## config.mk

```make
export PLATFORM = sky130hd
export DESIGN_NAME = microSeq_flat
export DESIGN_NICKNAME = d
export VERILOG_FILES = /design/src/cpuPkg.sv /design/src/busCtrlIf.sv /design/src/microSeq.sv /design/src/flat_wrapper.sv
export SDC_FILE = /design/constraint.sdc
export NUM_CORES = 1
export LEC_CHECK = 0
export ABC_AREA = 1
export BUFFER_PORTS_ARGS = -buffer_cell sky130_fd_sc_hd__buf_2
export CAP_MARGIN = 20
export CORE_MARGIN = 2
export CORE_UTILIZATION = 40
export CTS_CLUSTER_SIZE = 16
export DETAILED_ROUTE_END_ITERATION = 12
export GPL_TIMING_DRIVEN = 1
export PLACE_DENSITY = 0.62
export SLEW_MARGIN = 5
export SYNTH_ARGS = -nofsm -noshare
export SYNTH_HDL_FRONTEND = slang
export SYNTH_SLANG_ARGS = --single-unit
```

## constraint.sdc

```tcl
create_clock -name clk -period 1.9 [get_ports clk]
set_input_delay 0.095 -clock clk [delete_from_list [all_inputs] [get_ports clk]]
set_output_delay 0.095 -clock clk [all_outputs]
set_load 0.05 [all_outputs]
```

## src/cpuPkg.sv

```systemverilog
package cpuPkg;

   localparam int dataWidth = 8; // Bus, register and address width
   localparam int memDepth  = 256;

   // Address-carrying opcodes take one operand byte after the opcode
   typedef enum logic [dataWidth-1:0] {
      opNop = 8'h00,
      opLda = 8'h01, // A <= mem[addr]
      opLdb = 8'h02, // B <= mem[addr]
      opSta = 8'h03, // mem[addr] <= A
      opAdd = 8'h04,
      opAdc = 8'h05, // Carry flag in
      opSub = 8'h06,
      opSbc = 8'h07, // Borrow from carry flag
      opShr = 8'h08, // Zero in at bit 7
      opRor = 8'h09, // Shift flag in at bit 7
      opOut = 8'h0A,
      opJmp = 8'h0B,
      opJz  = 8'h0C, // Taken when A is zero
      opJc  = 8'h0D, // Taken when carry set
      opHlt = 8'h0F
   } opcodeT;

   // T0 and T1 fetch, T2 executes or addresses the operand
   typedef enum logic [2:0] {
      stepT0 = 3'd0,
      stepT1 = 3'd1,
      stepT2 = 3'd2,
      stepT3 = 3'd3,
      stepT4 = 3'd4
   } stepT;

endpackage
```

## src/busCtrlIf.sv

```systemverilog
interface aluCtrlIf;
   logic doSubtract;
   logic doCarryIn;
   logic doShiftIn;
   logic assertBarE; // Sum onto bus, active low
   logic assertBarS; // Shifter onto bus, active low
   logic triggerC;
   logic triggerS;

   modport seq (output doSubtract, doCarryIn, doShiftIn, assertBarE, assertBarS,
                triggerC, triggerS);
   modport alu (input doSubtract, doCarryIn, doShiftIn, assertBarE, assertBarS,
                triggerC, triggerS);
endinterface

interface regCtrlIf;
   logic loadA;
   logic loadB;
   logic loadOut;
   logic assertBarA; // A onto bus, active low
   logic memOe;
   logic memWe;
   logic [cpuPkg::dataWidth-1:0] memAddr;

   modport seq  (output loadA, loadB, loadOut, assertBarA, memOe, memWe, memAddr);
   modport regs (input loadA, loadB, loadOut, assertBarA);
   modport mem  (input memOe, memWe, memAddr);
endinterface

```

## src/microSeq.sv

```systemverilog
module microSeq (
   input  logic                         clk,
   input  logic                         rstN,
   input  logic                         run,
   input  logic [cpuPkg::dataWidth-1:0] dbus,
   input  logic                         aIsZero,
   input  logic                         flagCarry,
   aluCtrlIf.seq                        aluCtrl,
   regCtrlIf.seq                        regCtrl,
   output logic                         halted
);

   logic [cpuPkg::dataWidth-1:0] pc;
   logic [cpuPkg::dataWidth-1:0] mar;
   cpuPkg::opcodeT               ir;
   cpuPkg::stepT                 step;
   cpuPkg::stepT                 stepNext;

   logic marFromPc;
   logic marFromBus;
   logic irLoad;
   logic pcInc;
   logic pcLoad;
   logic setHalt;

   assign regCtrl.memAddr = mar;

   always_comb begin
      aluCtrl.doSubtract = 1'b0;
      aluCtrl.doCarryIn  = 1'b0;
      aluCtrl.doShiftIn  = 1'b0;
      aluCtrl.assertBarE = 1'b1;
      aluCtrl.assertBarS = 1'b1;
      aluCtrl.triggerC   = 1'b0;
      aluCtrl.triggerS   = 1'b0;
      regCtrl.loadA      = 1'b0;
      regCtrl.loadB      = 1'b0;
      regCtrl.loadOut    = 1'b0;
      regCtrl.assertBarA = 1'b1;
      regCtrl.memOe      = 1'b0;
      regCtrl.memWe      = 1'b0;
      marFromPc  = 1'b0;
      marFromBus = 1'b0;
      irLoad     = 1'b0;
      pcInc      = 1'b0;
      pcLoad     = 1'b0;
      setHalt    = 1'b0;
      stepNext   = cpuPkg::stepT0;
      if (!halted) begin
         case (step)
            cpuPkg::stepT0: begin
               marFromPc = 1'b1;
               stepNext  = cpuPkg::stepT1;
            end
            cpuPkg::stepT1: begin // Opcode fetch
               regCtrl.memOe = 1'b1;
               irLoad        = 1'b1;
               pcInc         = 1'b1;
               stepNext      = cpuPkg::stepT2;
            end
            cpuPkg::stepT2: begin
               case (ir)
                  cpuPkg::opLda, cpuPkg::opLdb, cpuPkg::opSta,
                  cpuPkg::opJmp, cpuPkg::opJz, cpuPkg::opJc: begin
                     marFromPc = 1'b1; // Point at operand byte
                     stepNext  = cpuPkg::stepT3;
                  end
                  cpuPkg::opNop: begin
                     stepNext = cpuPkg::stepT0;
                  end
                  cpuPkg::opAdd, cpuPkg::opAdc, cpuPkg::opSub, cpuPkg::opSbc: begin
                     aluCtrl.doSubtract = (ir == cpuPkg::opSub) || (ir == cpuPkg::opSbc);
                     aluCtrl.doCarryIn  = (ir == cpuPkg::opAdc) || (ir == cpuPkg::opSbc);
                     aluCtrl.assertBarE = 1'b0;
                     aluCtrl.triggerC   = 1'b1;
                     regCtrl.loadA      = 1'b1;
                  end
                  cpuPkg::opShr, cpuPkg::opRor: begin
                     aluCtrl.doShiftIn  = (ir == cpuPkg::opRor);
                     aluCtrl.assertBarS = 1'b0;
                     aluCtrl.triggerS   = 1'b1;
                     regCtrl.loadA      = 1'b1;
                  end
                  cpuPkg::opOut: begin
                     regCtrl.assertBarA = 1'b0;
                     regCtrl.loadOut    = 1'b1;
                  end
                  default: begin
                     setHalt = 1'b1; // HLT and unknown bytes
                  end
               endcase
            end
            cpuPkg::stepT3: begin // Operand byte on the bus
               regCtrl.memOe = 1'b1;
               case (ir)
                  cpuPkg::opJmp: pcLoad = 1'b1;
                  cpuPkg::opJz:  pcLoad = aIsZero;
                  cpuPkg::opJc:  pcLoad = flagCarry;
                  default: begin
                     marFromBus = 1'b1;
                     stepNext   = cpuPkg::stepT4;
                  end
               endcase
               pcInc = !pcLoad;
            end
            cpuPkg::stepT4: begin
               case (ir)
                  cpuPkg::opLda: begin
                     regCtrl.memOe = 1'b1;
                     regCtrl.loadA = 1'b1;
                  end
                  cpuPkg::opLdb: begin
                     regCtrl.memOe = 1'b1;
                     regCtrl.loadB = 1'b1;
                  end
                  default: begin
                     regCtrl.assertBarA = 1'b0;
                     regCtrl.memWe      = 1'b1;
                  end
               endcase
            end
            default: stepNext = cpuPkg::stepT0;
         endcase
      end
   end

   always_ff @(posedge clk or negedge rstN) begin
      if (!rstN) begin
         pc     <= '0;
         mar    <= '0;
         ir     <= cpuPkg::opNop;
         step   <= cpuPkg::stepT0;
         halted <= 1'b1;
      end else if (run) begin // Restart at address 0
         pc     <= '0;
         step   <= cpuPkg::stepT0;
         halted <= 1'b0;
      end else begin
         step <= stepNext;
         if (setHalt) begin
            halted <= 1'b1;
         end
         if (marFromPc) begin
            mar <= pc;
         end else if (marFromBus) begin
            mar <= dbus;
         end
         if (irLoad) begin
            ir <= cpuPkg::opcodeT'(dbus);
         end
         if (pcLoad) begin
            pc <= dbus;
         end else if (pcInc) begin
            pc <= pc + 1'b1;
         end
      end
   end

endmodule

```

## src/flat_wrapper.sv

```systemverilog
// flat-port wrapper written by rule: the top's interface ports become plain ports
module microSeq_flat 
  (clk, rstN, run, dbus, aIsZero, flagCarry, halted, aluCtrl_doSubtract, aluCtrl_doCarryIn, aluCtrl_doShiftIn, aluCtrl_assertBarE, aluCtrl_assertBarS, aluCtrl_triggerC, aluCtrl_triggerS, regCtrl_loadA, regCtrl_loadB, regCtrl_loadOut, regCtrl_assertBarA, regCtrl_memOe, regCtrl_memWe, regCtrl_memAddr);
  aluCtrlIf aluCtrl_i ();
  regCtrlIf regCtrl_i ();
  input  logic clk;
  input  logic rstN;
  input  logic run;
  input  logic [cpuPkg::dataWidth-1:0] dbus;
  input  logic aIsZero;
  input  logic flagCarry;
  output logic halted;
  output wire logic [$bits(aluCtrl_i.doSubtract)-1:0] aluCtrl_doSubtract;
  output wire logic [$bits(aluCtrl_i.doCarryIn)-1:0] aluCtrl_doCarryIn;
  output wire logic [$bits(aluCtrl_i.doShiftIn)-1:0] aluCtrl_doShiftIn;
  output wire logic [$bits(aluCtrl_i.assertBarE)-1:0] aluCtrl_assertBarE;
  output wire logic [$bits(aluCtrl_i.assertBarS)-1:0] aluCtrl_assertBarS;
  output wire logic [$bits(aluCtrl_i.triggerC)-1:0] aluCtrl_triggerC;
  output wire logic [$bits(aluCtrl_i.triggerS)-1:0] aluCtrl_triggerS;
  output wire logic [$bits(regCtrl_i.loadA)-1:0] regCtrl_loadA;
  output wire logic [$bits(regCtrl_i.loadB)-1:0] regCtrl_loadB;
  output wire logic [$bits(regCtrl_i.loadOut)-1:0] regCtrl_loadOut;
  output wire logic [$bits(regCtrl_i.assertBarA)-1:0] regCtrl_assertBarA;
  output wire logic [$bits(regCtrl_i.memOe)-1:0] regCtrl_memOe;
  output wire logic [$bits(regCtrl_i.memWe)-1:0] regCtrl_memWe;
  output wire logic [$bits(regCtrl_i.memAddr)-1:0] regCtrl_memAddr;
  assign aluCtrl_doSubtract = aluCtrl_i.doSubtract;
  assign aluCtrl_doCarryIn = aluCtrl_i.doCarryIn;
  assign aluCtrl_doShiftIn = aluCtrl_i.doShiftIn;
  assign aluCtrl_assertBarE = aluCtrl_i.assertBarE;
  assign aluCtrl_assertBarS = aluCtrl_i.assertBarS;
  assign aluCtrl_triggerC = aluCtrl_i.triggerC;
  assign aluCtrl_triggerS = aluCtrl_i.triggerS;
  assign regCtrl_loadA = regCtrl_i.loadA;
  assign regCtrl_loadB = regCtrl_i.loadB;
  assign regCtrl_loadOut = regCtrl_i.loadOut;
  assign regCtrl_assertBarA = regCtrl_i.assertBarA;
  assign regCtrl_memOe = regCtrl_i.memOe;
  assign regCtrl_memWe = regCtrl_i.memWe;
  assign regCtrl_memAddr = regCtrl_i.memAddr;
  microSeq u_core (.clk(clk), .rstN(rstN), .run(run), .dbus(dbus), .aIsZero(aIsZero), .flagCarry(flagCarry), .aluCtrl(aluCtrl_i), .regCtrl(regCtrl_i), .halted(halted));
endmodule
```

Word-level counts from Yosys, hierarchy flattened
Cells that the tools add are included.
{"block": "totals", "reg_bits": 28, "input_bits": 13}
{"block": "classes", "add_sub_neg": 1, "eq_ne": 17, "n_mux": 70, "bitwise": 1, "reduce_logical": 18}
{"operator": "$mux W1", "n": 54}
{"operator": "$eq A8 B4 Y1 const B", "n": 6}
{"operator": "$mux W8", "n": 5}
{"operator": "$eq A8 B3 Y1 const B", "n": 4}
{"operator": "$eq A8 B2 Y1 const B", "n": 2}
{"operator": "$reduce_or A14 Y1", "n": 1}
{"operator": "$pmux W3 S4", "n": 1}
{"operator": "$reduce_or A6 Y1", "n": 2}
{"operator": "$pmux W1 S2", "n": 5}
{"operator": "$mux W3", "n": 3}
{"operator": "$add A8 B1 Y8 const B", "n": 1}
{"operator": "$eq A8 B1 Y1 const B", "n": 1}
{"operator": "$logic_not A8 Y1", "n": 1}
{"operator": "$eq A3 B2 Y1 const B", "n": 2}
{"operator": "$reduce_or A2 Y1", "n": 3}
{"operator": "$reduce_and A2 Y1", "n": 2}
{"operator": "$reduce_bool A2 Y1", "n": 2}
{"operator": "$reduce_or A4 Y1", "n": 1}
{"operator": "$eq A3 B1 Y1 const B", "n": 1}
{"operator": "$eq A3 B3 Y1 const B", "n": 1}
{"operator": "$logic_not A3 Y1", "n": 1}
{"operator": "$pmux W1 S3", "n": 1}
{"operator": "$reduce_bool A3 Y1", "n": 1}
{"operator": "$reduce_or A3 Y1", "n": 1}
{"operator": "4 further kinds", "n": 5}

Logic depth before layout (Yosys ltp)
Gate-level depths: netlist of run 1.
{"block": "logic_depth", "ltp_word": 10, "ltp_mapped": 12}

Worst setup path before layout of run 1
Ideal clock, no wire load.
{"block": "synth_timing", "path_kind": "register to output", "from": "register u_core.ir[7]", "to": "output aluCtrl_doShiftIn", "arrival_ps": 3374, "t_required_ps": 1805, "setup_slack_ps": -1569, "path_stages_with_launch": 8, "cell_sequence": "dfrtp_1 -> nor2_1 -> nand2_4 -> inv_2 -> nand2_1 -> nor3_1 -> inv_1 -> nor2_1"}
{"block": "synth_between", "elab_chain_cells": 5}
{"item": "from (decl)", "line": "microSeq.sv:15", "text": "cpuPkg::opcodeT ir;"}
{"item": "from (signal assigned)", "line": "microSeq.sv:131", "text": "ir <= cpuPkg::opNop;"}
{"item": "from (signal assigned)", "line": "microSeq.sv:149", "text": "ir <= cpuPkg::opcodeT'(dbus);"}
{"item": "$eq A8 B4 Y1, on equally long branches", "line": "microSeq.sv:62, microSeq.sv:79"}
{"item": "$reduce_or A2 Y1"}
{"item": "$mux W1 (*)", "line": "microSeq.sv:62", "text": "case (ir)"}
{"item": "$mux W1 (*)", "line": "microSeq.sv:50", "text": "case (step)"}
{"item": "$mux W1 (*)", "line": "microSeq.sv:49", "text": "if (!halted) begin"}
{"item": "to (decl)", "line": "flat_wrapper.sv:15", "text": "output wire logic [$bits(aluCtrl_i.doShiftIn)-1:0] aluCtrl_doShiftIn;"}
Every way passes the cells marked *; elsewhere a longest branch is shown, timed or not.

Worst setup path after layout of run 1
{"block": "layout_timing", "from": "register u_core.ir[3]", "to": "output regCtrl_memOe"}
{"block": "layout_between", "elab_chain_cells": 5}
{"item": "$eq A8 B1 Y1 / $eq A8 B2 Y1 (equally long branches)", "line": "microSeq.sv:107", "text": "case (ir)"}
{"item": "$reduce_or A2 Y1 (no source line) (*)"}
{"item": "$mux W1 (*)", "line": "microSeq.sv:107"}
{"item": "$pmux W1 S2 (*)", "line": "microSeq.sv:50"}
{"item": "$mux W1 (*)", "line": "microSeq.sv:49"}
{"item": "to (decl)", "line": "flat_wrapper.sv:24", "text": "output wire logic [$bits(regCtrl_i.memOe)-1:0] regCtrl_memOe;"}
Marked as above.

==> impl_table.tex, run 1 <==
\begin{tabular}{lr}
\hline
Metric & Value \\
\hline
\multicolumn{2}{l}{\textbf{Outcome}} \\
\quad Run status & finished clean \\
\multicolumn{2}{l}{\textbf{Finish}} \\
\quad Synth-to-layout area growth & 24.78\% \\
\quad Layout cells sized above 1 & 0.3755 \\
\quad Total Nets Final & 292 \\
\quad Area of all sequential standard cells & 704.4 um\^{}2 \\
\quad Count of filler cells inserted in the layout & 433 \\
\quad Post-layout instance area & 0.002325 mm\^{}2 \\
\quad Antenna Cells & 0 \\
\quad Footprint of the multi-input gates & 0.001069 mm\^{}2 \\
\multicolumn{2}{l}{\textbf{Worst setup path}} \\
\quad Critical-path maximum fanout & 5 \\
\quad Path depth of the worst reg2reg path & 9 \\
\quad Worst Setup Start Kind & register \\
\quad Data required time of the worst path & 1.80 ns \\
\quad CP Data Arrival Time & 1.76 ns \\
\quad Reg-to-reg slack, setup & 0.15 ns \\
\quad Setup crit end kind & output port \\
\quad Worst flop-to-flop path startpoint & u\_core.ir[3] \\
\quad End of the worst register-to-register path & u\_core.regCtrl.memAddr[2] \\
\quad Category of the critical setup timing path & register to output port \\
\quad Crit. Startpoint & u\_core.ir[3] \\
\quad Endpoint of the worst setup timing path & regCtrl\_memOe \\
\multicolumn{2}{l}{\textbf{Global route}} \\
\quad Maximum number of pins on one net before global-route repair & 29 \\
\quad GRT Resource Usage Total & 0.1836 \\
\quad First-pass GRT wire length & 7562 um \\
\quad Total global routing overflow & 0 \\
\quad Initial antenna violation count & 0 \\
\quad Via count of the first global-routing pass & 1,668 \\
\multicolumn{2}{l}{\textbf{Flow run}} \\
\quad Number of max-capacitance violations reported & 0 \\
\multicolumn{2}{l}{\textbf{Logic synthesis}} \\
\quad Synth Register Bits & 28 \\
\quad Largest cells by area after synthesis & sky130\_fd\_sc\_hd\_\_dfrtp\_1, sky130\_fd\_sc\_hd\_\_nand2\_1, sky130\_fd\_sc\_hd\_\_nand3\_1 \\
\quad Count of warnings emitted by yosys & 0 \\
\quad Synthesized instance count & 229 \\
\quad Most frequent cell after synthesis & sky130\_fd\_sc\_hd\_\_nand2\_1 \\
\quad Syn nets & 243 \\
\quad Synth top area share & 0.3627 \\
\quad Post-synthesis cell type count & 33 \\
\quad Fraction of the yosys area taken by sequential cells & 0.3768 \\
\quad Post-synth top area cell & sky130\_fd\_sc\_hd\_\_dfrtp\_1 \\
\quad Synth async-reset ratio & 1.000 \\
\quad Top cell types by occurrence after synthesis & sky130\_fd\_sc\_hd\_\_nand2\_1, sky130\_fd\_sc\_hd\_\_inv\_1, sky130\_fd\_sc\_hd\_\_dfrtp\_1 \\
\quad Dominant register cell in the synthesized netlist & sky130\_fd\_sc\_hd\_\_dfrtp\_1 \\
\quad Number of enable flip-flop cells after synthesis & 0 \\
\quad Cell area after technology mapping & 0.001863 mm\^{}2 \\
\quad Avg Inst Size Synth & 8.136 um\^{}2 \\
\multicolumn{2}{l}{\textbf{Place}} \\
\quad Count of buffers from port buffering & 34 \\
\quad HPWL Detailed & 3343 um \\
\quad DP Area & 0.002113 mm\^{}2 \\
\quad Placer congestion estimate & 0.8485 \\
\multicolumn{2}{l}{\textbf{Clocking}} \\
\quad TritonCTS clock tree & built \\
\quad Clock Tree Root & sky130\_fd\_sc\_hd\_\_clkbuf\_8 \\
\quad Clock insertion delay at the later pin of the skew report & 0.27 ns \\
\quad H-tree levels & 1 \\
\quad Clock slew at the register clock pins of the worst setup and hold paths & 0.09 ns \\
\quad Clock Path Buffers & 2 \\
\quad Inserted Clock Buffers & 3 \\
\quad Total clock sinks & 28 \\
\multicolumn{2}{l}{\textbf{Die}} \\
\quad Core region area & 0.004414 mm\^{}2 \\
\quad Starting utilization of the core area & 0.4221 \\
\quad I/O pins & 35 \\
\quad Die Area & 0.005219 mm\^{}2 \\
\quad Height of the chip & 72.25 um \\
\quad Die span in x & 72.25 um \\
\quad Cell row count & 24 \\
\multicolumn{2}{l}{\textbf{Power and ir drop}} \\
\quad Sequential Power Share & 0.317 \\
\quad Combinational cell fraction of total power & 0.559 \\
\quad Switching component of the power & 0.001489 W \\
\quad Clock network fraction of design power & 0.124 \\
\quad Switch share & 0.4944 \\
\quad IR Drop Worst-Case VDD & 0.7268 mV \\
\quad Power per standard cell area & 1296 mW/mm\^{}2 \\
\quad Internal power consumption & 0.001523 W \\
\quad Leak pwr & 1.206 nW \\
\multicolumn{2}{l}{\textbf{Timing}} \\
\quad Min Tclk post-route & 1.851 ns \\
\quad Worst setup skew after layout & 0.001327 ns \\
\quad Setup tns final & 0 ns \\
\quad Highest clock rate & 540.3 MHz \\
\quad RSZ-0062 raised after global routing & true \\
\quad Worst hold slack & 0.02441 ns \\
\quad Final count of negative-setup-slack endpoints & 0 \\
\quad Fin. max-slew vios & 0 \\
\quad Hold Vio Cnt, Final & 0 \\
\quad Slew at the pin closest to its max-slew limit & 0.6554 ns \\
\quad Worst max-slew margin expressed relative to the limit & 0.5631 \\
\quad Period utilization & 0.9741 \\
\multicolumn{2}{l}{\textbf{Hold path}} \\
\quad Worst min-delay path class & input port to register \\
\quad Worst Hold Depth & 2 \\
\multicolumn{2}{l}{\textbf{Route}} \\
\quad Post-DR vias/cell & 5.128 \\
\quad Count of TritonRoute iterations in the first routing pass & 4 \\
\quad Initial DRC Count & 77 \\
\quad Average routed wire per standard cell & 13.70 um \\
\quad Post-detailed-route DRC marker count & 0 \\
\quad Via Count & 1,687 \\
\quad Number of routed nets with antenna violations & 0 \\
\quad Final wirelength & 4508 um \\
\hline
\end{tabular}
-- cell families after synthesis --
kind of cell / count (synthesis) / synth area share
flip-flops: 28 / 0.3768
AO/OA/AOI/OAI: 32 / 0.1054
AND/OR/NAND/NOR: 125 / 0.4050
XOR/XNOR: 4 / 0.01881
adder cells (fa/ha/maj): 1 / 0.006715
buffers and inverters: 39 / 0.08730
-- through the flow --
step	utilization	worst slack, ns	total power, W	cells
after floorplan	-	-0.3185	0.002108	229
after global placement	0.4787	0.1900	0.002402	313
after detailed placement	0.4787	0.1742	0.002402	313
after CTS	0.4972	-0.01809	0.002803	318
after global routing	0.5266	-0.03650	0.003237	329
final	0.5266	0.04928	0.003013	329
-- sequential cells by signal (all words and copies together) (netlist names) --
signal,flops
u_core.ir,8
u_core.step,3
u_core.pc,8
u_core.halted,1
u_core.regCtrl.memAddr,8
-- placed cells by master (no fill, tap or decap), types with 2 or more instances in the layout --
cell type                   n
sky130_fd_sc_hd__nor2_1     9
sky130_fd_sc_hd__o22ai_1    2
sky130_fd_sc_hd__buf_6      2
sky130_fd_sc_hd__o211ai_2   3
sky130_fd_sc_hd__nand2_1   43
sky130_fd_sc_hd__buf_4     15
sky130_fd_sc_hd__nand3_2   10
sky130_fd_sc_hd__o21ai_1   16
sky130_fd_sc_hd__nor2_2     4
sky130_fd_sc_hd__inv_4      2
sky130_fd_sc_hd__nand2_4    4
sky130_fd_sc_hd__buf_2     30
sky130_fd_sc_hd__inv_1     31
sky130_fd_sc_hd__inv_2      2
sky130_fd_sc_hd__nand4_1    3
sky130_fd_sc_hd__nand2_8    3
sky130_fd_sc_hd__o21ai_0    2
sky130_fd_sc_hd__nand2_2    4
sky130_fd_sc_hd__a21oi_1    3
sky130_fd_sc_hd__o211ai_1   2
sky130_fd_sc_hd__clkbuf_8   4
sky130_fd_sc_hd__nand3_4    2
sky130_fd_sc_hd__dfrtp_2    2
sky130_fd_sc_hd__xor2_1     3
sky130_fd_sc_hd__nand3_1   26
sky130_fd_sc_hd__nor3_1     4
sky130_fd_sc_hd__nor2_4     8
sky130_fd_sc_hd__dfrtp_1   25
-- repair_timing --
item	CTS	global route
setup buffers	0	11
resized for setup	6	14
endpoints found under the hold margin	27	0
hold buffers	1	0
setup endpoints to repair	4	10
pin swaps	0	5
cloned	0	0
-- worst max-delay path, stage by stage, from the launching register on --
cell and delay (ns):
sky130_fd_sc_hd__dfrtp_1 0.43, sky130_fd_sc_hd__or2_4 0.28, sky130_fd_sc_hd__nor2_4 0.12, sky130_fd_sc_hd__nand2_2 0.08
sky130_fd_sc_hd__a21oi_2 0.16, sky130_fd_sc_hd__nand2_1 0.11, sky130_fd_sc_hd__o21ai_2 0.13, sky130_fd_sc_hd__buf_6 0.17
-- area by class of cell --
type                            instances  share of cell area
Multi-Input combinational cell        162              0.4596
Sequential cell                        28              0.3030
Timing Repair Buffer                   48              0.1270
Inverter                               35             0.05867
Tap cell                               52             0.02799
Clock buffer                            4             0.02368
-- power by group through the flow --
stage	sequential [W]	clock [W]	combinational [W]
finish	0.000955	0.000374	0.00168
detailed placement	0.000933	0	0.00147
global route	0.000983	0.000406	0.00185
CTS	0.000934	0.000387	0.00148
global placement	0.000937	0	0.00146
floorplan	0.00116	0	0.000949
-- routing by layer --
metal / global-route usage / up-vias / share of wire
met4: 0.08176 / 0 / 0.025
met1: 0.2350 / 788 / 0.45
met2: 0.3160 / 40 / 0.49
li1: - / 849 / -
met5: 0 / - / 0
met3: 0.01528 / 10 / 0.038
-- worst min-delay path by stage --
stage	start	end	slack, ns
2_1_floorplan	rstN	u_core.ir[0]	-0.20
3_3_place_gp	rstN	u_core.pc[4]	0.16
3_5_place_dp	rstN	u_core.pc[4]	0.16
4_1_cts	run	u_core.halted	0.02
5_1_grt	run	u_core.halted	0.04
6_report	run	u_core.halted	0.02
(Power assumes the default switching activity.)
==> inputs of run 2 (changes only) <==
--- a/config.mk
+++ b/config.mk
@@ -12,7 +12,7 @@
 export CORE_UTILIZATION = 40
 export CTS_CLUSTER_SIZE = 16
 export DETAILED_ROUTE_END_ITERATION = 12
-export GPL_TIMING_DRIVEN = 1
+export GPL_TIMING_DRIVEN = 0
 export PLACE_DENSITY = 0.62
 export SLEW_MARGIN = 5
 export SYNTH_ARGS = -nofsm -noshare
==> run 2 against run 1 <==
Compared with the run above:
- global-route usage up 0.14 points
- largest cell class unchanged
- register-to-register slack hardly changed
- critical path type unchanged
- final area is 2.4% lower
- core utilization decreased by 1.2 points
- wire length shrank 2.7%
- critical endpoint unchanged
- power down 5.5%
==> impl_table.tex, run 2 (same netlist as run 1, synthesis figures left out) <==
\begin{tabular}{lr}
\hline
Metric & Value \\
\hline
\multicolumn{2}{l}{\textbf{Global route}} \\
\quad Via count of the first global-routing pass & 1,666 (-0.12\%) \\
\quad Total global routing overflow & 0 (unchanged) \\
\quad GRT Resource Usage Total & 0.1851 (+0.001445) \\
\quad Initial antenna violation count & 0 (unchanged) \\
\quad First-pass GRT wire length & 7728 um (+2.2\%) \\
\quad Maximum number of pins on one net before global-route repair & 29 (unchanged) \\
\multicolumn{2}{l}{\textbf{Finish}} \\
\quad Total Nets Final & 285 (-2.4\%) \\
\quad Layout cells sized above 1 & 0.3667 (-0.008785) \\
\quad Most frequent standard cell in the layout excluding fill and tap cells & sky130\_fd\_sc\_hd\_\_nand2\_1 \\
\quad Footprint of the multi-input gates & 0.001075 mm\^{}2 (+0.59\%) \\
\quad Area of all sequential standard cells & 703.2 um\^{}2 (-0.18\%) \\
\quad Antenna Cells & 0 (unchanged) \\
\quad Synth-to-layout area growth & 21.83\% \\
\quad Count of filler cells inserted in the layout & 446 (+3.0\%) \\
\quad Highest-count cells in the layout ignoring fill and taps & sky130\_fd\_sc\_hd\_\_nand2\_1, sky130\_fd\_sc\_hd\_\_inv\_1, sky130\_fd\_sc\_hd\_\_buf\_2, sky130\_fd\_sc\_hd\_\_dfrtp\_1, sky130\_fd\_sc\_hd\_\_nand3\_1 \\
\multicolumn{2}{l}{\textbf{Timing}} \\
\quad Period utilization & 0.9546 (-0.01951) \\
\quad Setup tns final & 0 ns (unchanged) \\
\quad Highest clock rate & 551.4 MHz (+2.0\%) \\
\quad Fin. max-slew vios & 0 (unchanged) \\
\quad RSZ-0062 raised after global routing & true \\
\quad Final count of negative-setup-slack endpoints & 0 (unchanged) \\
\quad Worst hold slack & 0.02945 ns (+0.005041 ns) \\
\quad Slew at the pin closest to its max-slew limit & 0.6229 ns (-0.03246 ns) \\
\quad Min Tclk post-route & 1.814 ns (-0.03707 ns) \\
\quad Worst setup skew after layout & 0.002136 ns (+0.0008085 ns) \\
\quad Hold Vio Cnt, Final & 0 (unchanged) \\
\quad Worst max-slew margin expressed relative to the limit & 0.5847 (+0.02164) \\
\multicolumn{2}{l}{\textbf{Worst setup path}} \\
\quad Setup crit end kind & output port \\
\quad Critical path's most frequent cell & sky130\_fd\_sc\_hd\_\_nand2\_2 \\
\quad Endpoint of the worst setup timing path & regCtrl\_memOe \\
\quad Cell type of the slowest stage on the worst timing path & sky130\_fd\_sc\_hd\_\_dfrtp\_1 \\
\quad Category of the critical setup timing path & register to output port \\
\quad Worst flop-to-flop path startpoint & u\_core.ir[2] \\
\quad Reg-to-reg slack, setup & 0.15 ns (about the same) \\
\quad Cell family contributing the most delay on the critical path & simple AND/OR/NAND/NOR gates \\
\quad Cells traversed along the worst timing path & or2\_4 -> nor2\_4 -> nand2\_2 -> a21oi\_2 -> nand2\_2 -> o21ai\_2 -> buf\_6 \\
\quad CP Data Arrival Time & 1.72 ns (-0.04 ns) \\
\quad Data required time of the worst path & 1.80 ns (about the same) \\
\quad Path depth of the worst reg2reg path & 9 (unchanged) \\
\quad Buffers plus inverters on the worst setup path & 1 (unchanged) \\
\quad Critical-path maximum fanout & 4 (-1) \\
\quad Worst path max stage delay & 0.42 ns (about the same) \\
\quad Worst Setup Start Kind & register \\
\quad Crit. Startpoint & u\_core.ir[2] \\
\quad End of the worst register-to-register path & u\_core.regCtrl.memAddr[4] \\
\quad Number of gates on the worst path with buffers counted & 7 (unchanged) \\
\multicolumn{2}{l}{\textbf{Place}} \\
\quad Placer congestion estimate & 0.8976 (+5.8\%) \\
\quad Count of buffers from port buffering & 34 (unchanged) \\
\quad HPWL Detailed & 3293 um (-1.5\%) \\
\multicolumn{2}{l}{\textbf{Clocking}} \\
\quad Clock Tree Root & sky130\_fd\_sc\_hd\_\_clkbuf\_8 \\
\quad Total clock sinks & 28 (unchanged) \\
\quad Inserted Clock Buffers & 3 (unchanged) \\
\quad H-tree levels & 1 (unchanged) \\
\quad TritonCTS clock tree & built \\
\quad Clock slew at the register clock pins of the worst setup and hold paths & 0.09 ns (about the same) \\
\quad Clock insertion delay at the later pin of the skew report & 0.28 ns (about the same) \\
\quad Clock Path Buffers & 2 (unchanged) \\
\multicolumn{2}{l}{\textbf{Route}} \\
\quad Via Count & 1,674 (-0.77\%) \\
\quad Initial DRC Count & 68 (-12\%) \\
\quad Number of routed nets with antenna violations & 0 (unchanged) \\
\quad Final wirelength & 4385 um (-2.7\%) \\
\quad Post-detailed-route DRC marker count & 0 (unchanged) \\
\quad Post-DR vias/cell & 5.199 (+1.4\%) \\
\quad Count of TritonRoute iterations in the first routing pass & 4 (unchanged) \\
\quad Average routed wire per standard cell & 13.62 um (-0.61\%) \\
\multicolumn{2}{l}{\textbf{Die}} \\
\quad I/O pins & 35 (unchanged) \\
\quad Die span in x & 72.25 um (unchanged) \\
\quad Height of the chip & 72.25 um (unchanged) \\
\quad Cell row count & 24 (unchanged) \\
\quad Core region area & 0.004414 mm\^{}2 (unchanged) \\
\quad Die Area & 0.005219 mm\^{}2 (unchanged) \\
\quad Starting utilization of the core area & 0.4221 (unchanged) \\
\multicolumn{2}{l}{\textbf{Hold path}} \\
\quad Worst min-delay path class & input port to register \\
\multicolumn{2}{l}{\textbf{Power and ir drop}} \\
\quad Power per standard cell area & 1254 mW/mm\^{}2 (-3.2\%) \\
\quad Leak pwr & 1.167 nW (-3.2\%) \\
\quad Total design power & 0.002846 W (-5.5\%) \\
\quad IR Drop Worst-Case VDD & 0.7379 mV (+1.5\%) \\
\multicolumn{2}{l}{\textbf{Outcome}} \\
\quad Run status & finished clean \\
\multicolumn{2}{l}{\textbf{Flow run}} \\
\quad Number of max-capacitance violations reported & 0 (unchanged) \\
\hline
\end{tabular}
## run 2: per-layer routing
metal | GRT usage | share of wire
met3 | 0.01528 | 0.043
met2 | 0.3007 | 0.46
met5 | 0 | 0
met1 | 0.2502 | 0.46
met4 | 0.08805 | 0.035
## run 2: power by group
group / switching, W / total (W) / internal (W)
logic: 0.00112 / 0.00159 / 0.000465
registers: 0.000138 / 0.000918 / 0.000780
clock network: 0.000188 / 0.000339 / 0.000151
## run 2: worst register-to-register path, stage by stage, from the launching register on
cell,delay [ns]
sky130_fd_sc_hd__dfrtp_1,0.40
sky130_fd_sc_hd__inv_1,0.07
sky130_fd_sc_hd__nand2_1,0.17
sky130_fd_sc_hd__nor2_1,0.10
sky130_fd_sc_hd__nand2_4,0.10
sky130_fd_sc_hd__nor3b_2,0.31
sky130_fd_sc_hd__nand3_4,0.23
sky130_fd_sc_hd__nand2_8,0.17
sky130_fd_sc_hd__nand3_2,0.08
sky130_fd_sc_hd__nand2_1,0.07
## run 2: worst min path at each step
stage	startpoint	end	slack [ns]	cells past startpoint
after floorplan	rstN	u_core.ir[0]	-0.20	0
final	run	u_core.halted	0.03	2
after detailed placement	rstN	u_core.pc[4]	0.16	1
after global placement	rstN	u_core.pc[4]	0.15	1
after CTS	run	u_core.halted	0.02	2
after global routing	run	u_core.halted	0.04	2
## run 2: what timing repair did
| action | in CTS | in global routing |
|---|---|---|
| hold buffers | 1 | 0 |
| setup endpoints to repair | 5 | 15 |
| setup buffers | 0 | 3 |
| hold endpoints to repair | 27 | 0 |
| cloned | 0 | 0 |
| pin swaps | 0 | 1 |
| resized for setup | 4 | 17 |
## run 2: cell type report
type	instances	area share
Timing Repair Buffer	38	0.09702
Sequential cell	28	0.3098
Buffer	3	0.01213
Multi-Input combinational cell	162	0.4735
Tap cell	52	0.02867
Inverter	35	0.05899
Clock buffer	4	0.01985
## run 2: stage by stage
stage               cells  utilization  cell area [um^2]  setup WS, ns
finish                322       0.5142              2270       0.08635
global placement      315       0.4824              2130        0.1760
detailed placement    315       0.4824              2130        0.1771
floorplan             229            -              1894       -0.3185
CTS                   319       0.4966              2192      0.001531
global route          322       0.5142              2270     -0.009471
